## src/design/gpi_irpt_pkg.sv

```systemverilog
`default_nettype none

package gpi_irpt_pkg;

    //////////////////////////////
    // Sizes and threshold
    //////////////////////////////

    localparam int CH_NUM    = 8;
    localparam int GPI_WIDTH = 8;

    // High time in clk cycles that makes a level event
    localparam int PULSE_THRESHOLD_CYCLES = 64;
    localparam int CNT_W = $clog2(PULSE_THRESHOLD_CYCLES + 1);
    localparam logic [CNT_W-1:0] THR_CNT = CNT_W'(PULSE_THRESHOLD_CYCLES);

    //////////////////////////////
    // Status address map
    //////////////////////////////

    // Channel n sits at BASE + n * STRIDE + LOW, i.e. 16'h(n+1)00C
    localparam logic [15:0] STS_ADDR_BASE   = 16'h1000;
    localparam logic [15:0] STS_ADDR_STRIDE = 16'h1000;
    localparam logic [15:0] STS_ADDR_LOW    = 16'h000C;

    //////////////////////////////
    // Shared types
    //////////////////////////////

    // One bit per input, grouped by channel
    typedef logic [CH_NUM-1:0][GPI_WIDTH-1:0] gpi_vec_t;

    typedef struct packed {
        gpi_vec_t lvl;
        gpi_vec_t fall;
    } gpi_sync_t;

    typedef struct packed {
        gpi_vec_t level_hit;
        gpi_vec_t pulse_hit;
    } gpi_hit_t;

    // Level status in 7:0, pulse status in 15:8
    typedef struct packed {
        logic [15:0]          rsvd;
        logic [GPI_WIDTH-1:0] pulse;
        logic [GPI_WIDTH-1:0] level;
    } sts_word_t;

    typedef sts_word_t [CH_NUM-1:0] sts_array_t;

    typedef struct packed {
        logic [15:0] addr;
    } rd_req_t;

    typedef struct packed {
        sts_word_t data;
        logic      err;
    } rd_rsp_t;

    typedef enum logic {
        RD_IDLE,
        RD_RESP
    } rd_state_t;

endpackage

`default_nettype wire

```

## src/design/gpi_input_sync.sv

```systemverilog
`timescale 1ns/1ps
`default_nettype none

module gpi_input_sync
    import gpi_irpt_pkg::*;
(
    input  wire logic     clk,
    input  wire logic     rst,
    input  wire gpi_vec_t gpi,
    output gpi_sync_t     sync
);

    //////////////////////////////
    // Synchronizer chain
    //////////////////////////////

    // First stage may go metastable
    gpi_vec_t meta_q;
    // Settled level, two cycles behind the pins
    gpi_vec_t sync_q;
    // Level one cycle older, for edge detect
    gpi_vec_t prev_q;
    // Registered falling edge flags
    gpi_vec_t fall_q;

    always_ff @(posedge clk) begin
        if (rst) begin
            meta_q <= '0;
            sync_q <= '0;
            prev_q <= '0;
            fall_q <= '0;
        end else begin
            meta_q <= gpi;
            sync_q <= meta_q;
            prev_q <= sync_q;
            // High last cycle, low now
            fall_q <= prev_q & ~sync_q;
        end
    end

    //////////////////////////////
    // Outputs
    //////////////////////////////

    // fall lands one cycle after lvl has already dropped
    assign sync = '{lvl: sync_q, fall: fall_q};

endmodule

`default_nettype wire

```

## src/design/gpi_width_classify.sv

```systemverilog
`timescale 1ns/1ps
`default_nettype none

module gpi_width_classify
    import gpi_irpt_pkg::*;
(
    input  wire logic      clk,
    input  wire logic      rst,
    input  wire gpi_sync_t sync,
    output gpi_hit_t       hit
);

    //////////////////////////////
    // High time counters
    //////////////////////////////

    // One saturating counter per input bit
    logic [CNT_W-1:0] cnt_q [CH_NUM][GPI_WIDTH];

    // Counter sits at the threshold
    gpi_vec_t at_thr;
    // Same, one cycle later
    gpi_vec_t at_thr_q;

    gpi_vec_t level_hit_q;
    gpi_vec_t pulse_hit_q;

    always_comb begin
        for (int c = 0; c < CH_NUM; c++) begin
            for (int b = 0; b < GPI_WIDTH; b++) begin
                at_thr[c][b] = (cnt_q[c][b] == THR_CNT);
            end
        end
    end

    always_ff @(posedge clk) begin
        if (rst) begin
            for (int c = 0; c < CH_NUM; c++) begin
                for (int b = 0; b < GPI_WIDTH; b++) begin
                    cnt_q[c][b] <= '0;
                end
            end
        end else begin
            for (int c = 0; c < CH_NUM; c++) begin
                for (int b = 0; b < GPI_WIDTH; b++) begin
                    if (!sync.lvl[c][b]) begin
                        cnt_q[c][b] <= '0;
                    end else if (!at_thr[c][b]) begin
                        cnt_q[c][b] <= cnt_q[c][b] + 1'b1;
                    end
                end
            end
        end
    end

    //////////////////////////////
    // Event strobes
    //////////////////////////////

    // At the fall cycle the counter is already cleared, but at_thr_q
    // still tells whether the high period that just ended was long
    always_ff @(posedge clk) begin
        if (rst) begin
            at_thr_q    <= '0;
            level_hit_q <= '0;
            pulse_hit_q <= '0;
        end else begin
            at_thr_q    <= at_thr;
            // First cycle at the threshold only
            level_hit_q <= at_thr & ~at_thr_q;
            pulse_hit_q <= sync.fall & ~at_thr_q;
        end
    end

    assign hit = '{level_hit: level_hit_q, pulse_hit: pulse_hit_q};

    //////////////////////////////
    // Checks
    //////////////////////////////

    // Relies on the sync stage putting fall one cycle after lvl drops
    ap_hit_exclusive : assert property (
        @(posedge clk) disable iff (rst)
        (hit.level_hit & hit.pulse_hit) == '0
    );

endmodule

`default_nettype wire

```

## src/design/gpi_status_bank.sv

```systemverilog
`timescale 1ns/1ps
`default_nettype none

module gpi_status_bank
    import gpi_irpt_pkg::*;
(
    input  wire logic              clk,
    input  wire logic              rst,
    input  wire gpi_hit_t          hit,
    input  wire logic [CH_NUM-1:0] ch_clr,
    input  wire gpi_vec_t          irpt_mode,
    input  wire gpi_vec_t          irpt_en,
    output sts_array_t             sts,
    output logic                   irq
);

    //////////////////////////////
    // Sticky status
    //////////////////////////////

    gpi_vec_t lvl_sts_q;
    gpi_vec_t pls_sts_q;

    always_ff @(posedge clk) begin
        if (rst) begin
            lvl_sts_q <= '0;
            pls_sts_q <= '0;
        end else begin
            for (int c = 0; c < CH_NUM; c++) begin
                // Clear first, then OR in new hits so a same-cycle event survives
                lvl_sts_q[c] <= (lvl_sts_q[c] & {GPI_WIDTH{~ch_clr[c]}})
                              | hit.level_hit[c];
                pls_sts_q[c] <= (pls_sts_q[c] & {GPI_WIDTH{~ch_clr[c]}})
                              | hit.pulse_hit[c];
            end
        end
    end

    // Status words as seen by the read port
    always_comb begin
        for (int c = 0; c < CH_NUM; c++) begin
            sts[c] = '{
                rsvd:  '0,
                pulse: pls_sts_q[c],
                level: lvl_sts_q[c]
            };
        end
    end

    //////////////////////////////
    // Interrupt
    //////////////////////////////

    // Mode 1 picks pulse status, mode 0 picks level status
    gpi_vec_t irq_src;

    always_comb begin
        irq_src = ((irpt_mode & pls_sts_q) | (~irpt_mode & lvl_sts_q)) & irpt_en;
    end

    always_ff @(posedge clk) begin
        if (rst) begin
            irq <= 1'b0;
        end else begin
            irq <= |irq_src;
        end
    end

    //////////////////////////////
    // Checks
    //////////////////////////////

    // Read port clears at most one channel per transfer
    ap_clr_onehot : assert property (
        @(posedge clk) disable iff (rst)
        $onehot0(ch_clr)
    );

    // Clear is a single-cycle strobe, one read in flight at a time
    ap_clr_pulse : assert property (
        @(posedge clk) disable iff (rst)
        (ch_clr != '0) |=> (ch_clr == '0)
    );

endmodule

`default_nettype wire

```

## src/design/gpi_read_port.sv

```systemverilog
`timescale 1ns/1ps
`default_nettype none

module gpi_read_port
    import gpi_irpt_pkg::*;
(
    input  wire logic              clk,
    input  wire logic              rst,
    input  wire logic              req_valid,
    output logic                   req_ready,
    input  wire rd_req_t           req,
    output logic                   rsp_valid,
    input  wire logic              rsp_ready,
    output rd_rsp_t                rsp,
    input  wire sts_array_t        sts,
    output logic [CH_NUM-1:0]      ch_clr
);

    rd_state_t state;

    logic              req_xfer;
    logic              rsp_xfer;
    logic              off_ok;
    logic              ch_ok;
    logic [CH_NUM-1:0] ch_hot;
    sts_word_t         sel_word;

    assign req_ready = (state == RD_IDLE);
    assign rsp_valid = (state == RD_RESP);
    assign req_xfer  = req_valid && req_ready;
    assign rsp_xfer  = rsp_valid && rsp_ready;

    //////////////////////////////
    // Address decode
    //////////////////////////////

    always_comb begin
        logic [15:0] ch_addr;
        off_ok   = (req.addr[11:0] == STS_ADDR_LOW[11:0]);
        ch_hot   = '0;
        sel_word = '0;
        for (int n = 0; n < CH_NUM; n++) begin
            ch_addr   = STS_ADDR_BASE + 16'(n) * STS_ADDR_STRIDE + STS_ADDR_LOW;
            // Top nibble carries channel number plus one
            ch_hot[n] = off_ok && (req.addr[15:12] == ch_addr[15:12]);
            if (ch_hot[n]) begin
                sel_word = sts[n];
            end
        end
        ch_ok = |ch_hot;
    end

    // Clear goes out with the request, status drops on the same edge
    // that captures the response
    assign ch_clr = req_xfer ? ch_hot : '0;

    //////////////////////////////
    // Response and FSM
    //////////////////////////////

    always_ff @(posedge clk) begin
        if (req_xfer) begin
            rsp.data <= ch_ok ? sel_word : '0;
            rsp.err  <= ~ch_ok;
        end
    end

    always_ff @(posedge clk) begin
        if (rst) begin
            state <= RD_IDLE;
        end else begin
            unique case (state)
                RD_IDLE: if (req_xfer) state <= RD_RESP;
                RD_RESP: if (rsp_xfer) state <= RD_IDLE;
                default: state <= RD_IDLE;
            endcase
        end
    end

    // Stalled response must not change
    ap_rsp_stable : assert property (
        @(posedge clk) disable iff (rst)
        (rsp_valid && !rsp_ready) |=> (rsp_valid && $stable(rsp))
    );

    // No second request until the first response is gone
    ap_one_outstanding : assert property (
        @(posedge clk) disable iff (rst)
        req_xfer |=> (state == RD_RESP) && !req_ready
    );

endmodule

`default_nettype wire

```

## src/design/gpi_irpt_top.sv

```systemverilog
`timescale 1ns/1ps
`default_nettype none

module gpi_irpt_top
    import gpi_irpt_pkg::*;
(
    input  wire logic     clk,
    input  wire logic     rst,
    input  wire gpi_vec_t gpi,
    input  wire gpi_vec_t irpt_mode,
    input  wire gpi_vec_t irpt_en,
    input  wire logic     req_valid,
    output logic          req_ready,
    input  wire rd_req_t  req,
    output logic          rsp_valid,
    input  wire logic     rsp_ready,
    output rd_rsp_t       rsp,
    output logic          irq
);

    //////////////////////////////
    // Stage links
    //////////////////////////////

    gpi_sync_t         sync;
    gpi_hit_t          hit;
    sts_array_t        sts;
    logic [CH_NUM-1:0] ch_clr;

    gpi_input_sync u_sync (
        .clk  (clk),
        .rst  (rst),
        .gpi  (gpi),
        .sync (sync)
    );

    gpi_width_classify u_classify (
        .clk  (clk),
        .rst  (rst),
        .sync (sync),
        .hit  (hit)
    );

    gpi_status_bank u_status (
        .clk       (clk),
        .rst       (rst),
        .hit       (hit),
        .ch_clr    (ch_clr),
        .irpt_mode (irpt_mode),
        .irpt_en   (irpt_en),
        .sts       (sts),
        .irq       (irq)
    );

    // Host side, also feeds clears back to the status bank
    gpi_read_port u_read (
        .clk       (clk),
        .rst       (rst),
        .req_valid (req_valid),
        .req_ready (req_ready),
        .req       (req),
        .rsp_valid (rsp_valid),
        .rsp_ready (rsp_ready),
        .rsp       (rsp),
        .sts       (sts),
        .ch_clr    (ch_clr)
    );

endmodule

`default_nettype wire

```

## config.mk

```make
export PLATFORM = sky130hd
export DESIGN_NAME = gpi_irpt_top
export DESIGN_NICKNAME = d
export VERILOG_FILES = /design/src/design/gpi_irpt_pkg.sv /design/src/design/gpi_input_sync.sv /design/src/design/gpi_width_classify.sv /design/src/design/gpi_status_bank.sv /design/src/design/gpi_read_port.sv /design/src/design/gpi_irpt_top.sv
export SDC_FILE = /design/constraint.sdc
export NUM_CORES = 2
export LEC_CHECK = 0
export BUFFER_PORTS_ARGS = -buffer_cell sky130_fd_sc_hd__buf_2
export CORE_AREA = 2 2 349 351
export DETAILED_ROUTE_END_ITERATION = 12
export DIE_AREA = 0 0 351 353
export PLACE_DENSITY_LB_ADDON = 0.3
export SLEW_MARGIN = 20
export SYNTH_ARGS = -nofsm -noshare
export SYNTH_HDL_FRONTEND = slang
export SYNTH_SLANG_ARGS = --single-unit
export TNS_END_PERCENT = 50
```

## constraint.sdc

```tcl
create_clock -name clk -period 6.1 [get_ports clk]
set_clock_uncertainty 0.2 [all_clocks]
set_input_delay 0.915 -clock clk [delete_from_list [all_inputs] [get_ports clk]]
set_output_delay 0.915 -clock clk [all_outputs]
set_load 0.1 [all_outputs]
```

# --- Word-level counts from Yosys, hierarchy flattened ---
# Memory sizes are Yosys's and may differ from the RTL's.
# Index checks and enable logic that the tools add are counted.
totals:
  n_memories: 1
  ramBits: 448
  elab_cells: 999
  out_inout_bits: 36
  inputBits: 212
  reg_bits: 611
memory_table:
  columns: ["name", "depth", "word_bits", "rd", "rd_clocked_by_memory_dff", "wr", "line", "rtl"]
  rows:
  - ["u_classify.cnt_q", 8, 56, 8, 0, 8, "gpi_width_classify.sv:18", "logic [CNT_W-1:0] cnt_q [CH_NUM][GPI_WIDTH];"]
op_classes:
  eq_ne: 73
  addsub: 64
  bitwise_logic: 180
  n_reduce_logical: 13
  n_mux: 590
op_table:
  columns: ["cell", "n"]
  rows:
  - ["$mux W7", 128]
  - ["$mux W1", 452]
  - ["$add A7 B1 Y7 const B", 64]
  - ["$eq A7 B7 Y1 const B", 64]
  - ["$and A64 B64 Y64", 6]
  - ["$not A64 Y64", 3]
  - ["$and A8 B8 Y8", 16]
  - ["$mux W16", 8]
  - ["$or A1 B1 Y1", 128]
  - ["$or A8 B8 Y8", 16]
  - ["$or A64 B64 Y64", 1]
  - ["$reduce_or A64 Y1", 1]
  - ["$eq A4 B3 Y1 const B", 4]
  - ["$reduce_or A8 Y1", 2]
  - ["$eq A12 B4 Y1 const B", 1]
  - ["$logic_and A1 B1 Y1", 10]
  - ["$not A1 Y1", 10]
  - ["$eq A4 B2 Y1 const B", 2]
  - ["$mux W8", 1]
  - ["$eq A4 B1 Y1 const B", 1]
  - ["$eq A4 B4 Y1 const B", 1]
  - ["$pmux W1 S2", 1]

# --- Logic depth before layout (Yosys ltp) ---
depth:
  ltp_word: 10
  mapped_depth: 9
  ltp_nobuf: 6

# --- Modules after synthesis ---
# From an unflattened synthesis, not the netlist that was laid out.
unflattened:
  hier_cells: 4356
  area_unflattened_um2: 45974.1
modules_own_cells:
  columns: ["mod", "cells_per_inst", "instances", "area_each_um2", "seq_area_each_um2"]
  rows:
  - ["gpi_width_classify", 2714, 1, 29487.0, 17226.5]
  - ["gpi_input_sync", 540, 1, 6945.4, 5124.9]
  - ["gpi_status_bank", 651, 1, 5814.3, 2582.5]
  - ["gpi_read_port", 451, 1, 3727.3, 1011.0]

# --- Worst setup path before layout ---
# No wires, ideal clock.
synth_path:
  path_type: "in2reg"
  start: "input req[10] (netlist bit)"
  end: "register u_status.lvl_sts_q, in the netlist u_status.sts[165]"
  path_stages: 8
  setup_slack_ps: 2839
  arrival_ps: 2934
  n_path_buf: 3
  setup_time_ps: 128
  required_ps: 5772
  cell_sequence: "or4b_1 or4b_1 buf_2 or3b_1 buf_2 buf_6 a21oi_2 nor2_1"
synth_via:
  elab_chain_cells: 6
synth_lines:
  columns: ["element", "line", "rtl"]
  rows:
  - ["from (decl)", "gpi_irpt_top.sv:14", "input wire rd_req_t req,"]
  - ["$eq A12 B4 Y1", "gpi_read_port.sv:39", "off_ok = (req.addr[11:0] == STS_ADDR_LOW[11:0]);"]
  - ["$logic_and A1 B1 Y1", "gpi_read_port.sv:45", "ch_hot[n] = off_ok && (req.addr[15:12] == ch_addr[15:12]);"]
  - ["$mux W8", "gpi_read_port.sv:55", "assign ch_clr = req_xfer ? ch_hot : '0;"]
  - ["$not A1 Y1", "gpi_status_bank.sv:31", "lvl_sts_q[c] <= (lvl_sts_q[c] & {GPI_WIDTH{~ch_clr[c]}})"]
  - ["$and A8 B8 Y8", "gpi_status_bank.sv:31", null]
  - ["$or A8 B8 Y8", "gpi_status_bank.sv:32", "| hit.level_hit[c];"]
  - ["to (signal, indexed assignment)", "gpi_status_bank.sv:31", null]
  - ["to (decl)", "gpi_status_bank.sv:21", "gpi_vec_t lvl_sts_q;"]
# No other way between the ends.
# A chain may end at the register's enable or synchronous reset.

# --- Worst setup path in the final report ---
layout_path:
  start: "input req[10] (netlist bit)"
  end: "register u_status.lvl_sts_q, in the netlist u_status.sts[164]"
# The elaborated chain is that of the path after synthesis.

==> results by group <==
Pwr
  • P_leak: 18.7 nW
  • Pwr Density: 302 nW/um^2
  • Worst IR drop on VDD: 0.000235 V

Routing
  • Final WL: 101,000 um
  • DRC: 0
  • Routed Antenna Nets: 0
  • Initial DRC count: 2,174
  • Routed vias: 27,417
  • Vias per cell: 4.82
  • TritonRoute pass-1 iters: 7
  • Detailed-route wire length per cell: 17.7 um

Floorplanning
  • Die Y-Extent: 353 um
  • Horiz. Die Dim: 351 um
  • I/O pins: 248
  • CORE AREA: 121,000 sq um
  • Die area: 124,000 sq um
  • Initial Util: 0.347
  • Num rows: 128

Setup path
  • Worst-case reg-to-reg path depth: 5
  • CP Capture Type: flop
  • Required time of the critical path: 6470 ps
  • CP Class: primary input to flop
  • WP data arrival: 3700 ps
  • CP max FO: 17
  • Reg2reg start: u_status.sts[141]
  • R2r endpoint: u_status.irq
  • Setup crit start kind: primary input
  • Setup slack, reg-to-reg: 3450 ps

Layout
  • Share of cells above drive strength 1: 0.133
  • Number of fillers in the final layout: 11,623
  • Layout area overhead: 16.1%
  • Reg area: 25,500 sq um
  • NumNets Final: 4,301
  • Area of the multi-input gates: 15,400 sq um
  • Final Instance Count excl. Fillers: 5,685
  • Commonest non-fill, non-tap cells in the layout: nor2_1 (606), dfxtp_1 (585), edfxtp_1 (458)
  • Most common cell after layout, fill and taps aside: nor2_1

Clocking
  • Clock buffer depth: 3
  • Clock Pin Slew Worst Setup and Hold Paths: 60 ps
  • # Post-CTS Setup Buffers: 0
  • # H-tree levels: 3
  • CTS tree: built
  • CTS buffer count: 110
  • Root Buffer: clkbuf_16
  • CTS sink cnt: 1,043
  • Hold_buf cts: 0
  • Post-CTS sizing: 0
  • Clk_lat worst skew: 690 ps

Synth
  • Ys flop type: dfxtp_1
  • Post-Syn Instances: 3,701
  • Register area share after synthesis: 0.609
  • Cell variety after synth: 45
  • Avg Inst Size Synth: 11.3 sq um
  • Ys async rst share: 0
  • Synth warnings: 0
  • EDFF count, synth: 458
  • #FFs+latches synth: 1,043
  • Synthesized area: 41,800 sq um

Place
  • Post-place setup slack: 1860 ps
  • Routability cong.: 0.921
  • IO buf count: 231
  • Placed cell count: 5,474
  • HPWL Detailed: 75,200 um

Min path
  • Hold path endpoint: u_classify.hit[10]
  • Min-delay src: u_classify.at_thr_q[10]
  • Hold Path Stages: 1
  • Hold Crit Class: flop to flop

STA
  • Slew Limit Fails: 0
  • Final worst-path cycle share: 0.545
  • Slew margin rel.: 0.193
  • Slew @ Worst Pin: 1210 ps
  • Final setup vio count: 0
  • RSZ-0062 raised after global routing: false
  • Final worst-path setup slack: 2770 ps
  • Max frequency: 301 MHz
  • Period minus WS final: 3330 ps
  • Hold slack: 205 ps
  • Final hold vios: 0
  • Setup_tns: 0 ps

Global routing
  • First-pass GRT wire length: 151,000 um
  • Vias in the first global route: 26,122
  • Initial antenna violation count: 18
  • Largest net degree at the start of global routing: 107
  • Total gr overflow: 0
  • GRT Total Usage: 0.159

Job
  • Max Cap Violations: 0

Status
  • Status: completed
## how the worst max path moves through the flow
stage                 start           endpoint  slack (ps)  depth (start not counted)
finish              req[10]  u_status.sts[164]        2770                          6
global route        req[10]  u_status.sts[162]        2690                          6
CTS                 req[10]   u_status.sts[70]        2590                          6
detailed placement  req[10]   u_status.sts[70]        1860                          6
global placement    req[10]   u_status.sts[65]        1840                          6
floorplan           req[10]  u_status.sts[165]        2840                          8
## state kept, by name (all words and copies together) (netlist names)
name                 flops
u_status.sts           128
u_sync.prev_q           64
u_classify.cnt_q       448
u_status.irq             1
u_classify.at_thr_q     64
u_sync.sync            128
u_sync.meta_q           64
u_read.rsp_valid         1
u_read.rsp              17
u_classify.hit         128
## worst max-delay path, stage by stage
cell and delay (ps):
buf_2 90, or4b_1 610, or4b_1 890, or3b_1 840
a21oi_1 290, nor2_1 60
## logic make-up after synthesis
kind of cell | count (synthesis) | synth area share
buffers and inverters | 247 | 0.0239
flip-flops | 1043 | 0.609
AO/OA/AOI/OAI | 244 | 0.0351
XOR/XNOR | 320 | 0.0671
other | 1 | 0.0000897
adder cells (fa/ha/maj) | 128 | 0.0383
multiplexers | 98 | 0.0262
AND/OR/NAND/NOR | 1620 | 0.200
## per-stage QoR
stage	utilization	power (mW)	cell area, sq um
after floorplan	-	7.78	41900
after global placement	0.371	7.99	44700
after detailed placement	0.371	7.99	44700
after CTS	0.402	14.9	48500
after global routing	0.402	15.2	48500
final	0.402	14.7	48500
## metal layers
layer | vias up | track usage | share of wire
met4 | 28 | 0.0439 | 0.026
met2 | 800 | 0.222 | 0.40
li1 | 13370 | - | -
met5 | - | 0.0150 | 0.0053
met1 | 13044 | 0.216 | 0.45
met3 | 175 | 0.0757 | 0.12
## layout make-up
cell class,instances,share of cell area
clock buffers,168,0.0718
clock inverters,41,0.00642
multi-input cells,2426,0.318
flip-flops and latches,1043,0.525
well taps,1625,0.0419
repair buffers,246,0.0271
inverters,134,0.0104
diodes,2,0.000103
## power by group
| group | switching [mW] | total (mW) | internal [mW] | leakage (nW) |
|---|---|---|---|---|
| sequential | 0.0505 | 7.37 | 7.32 | 10.3 |
| clock | 2.83 | 6.83 | 4.00 | 1.89 |
| combinational | 0.331 | 0.469 | 0.138 | 6.50 |
| total | 3.21 | 14.7 | 11.5 | 18.7 |
## synth_stat cells, drive strengths merged, types with 3 or more instances
cell type  count  area, sq um
inv          134          503
nor2b        194         1210
o21ai          3         15.0
nor4b         31          272
nor3b        128          961
clkbuf        83          312
nand2         94          353
nor4          36          225
mux2          92         1040
xor2         139         1220
buf           30          183
nand2b        32          200
a221oi        14          123
nor3          80          400
xnor2        181         1590
a21oi        159          833
mux2i          6         60.1
a22oi         45          338
or4b           3         33.8
edfxtp       458        13800
dfxtp        585        11700
and3         160         1000
nand3        176          881
nor2         606         2270
ha           128         1600
nand3b        31          233
o22ai         15         93.8
nand4         43          269
Note: power is estimated with default switching activity, not from simulation.
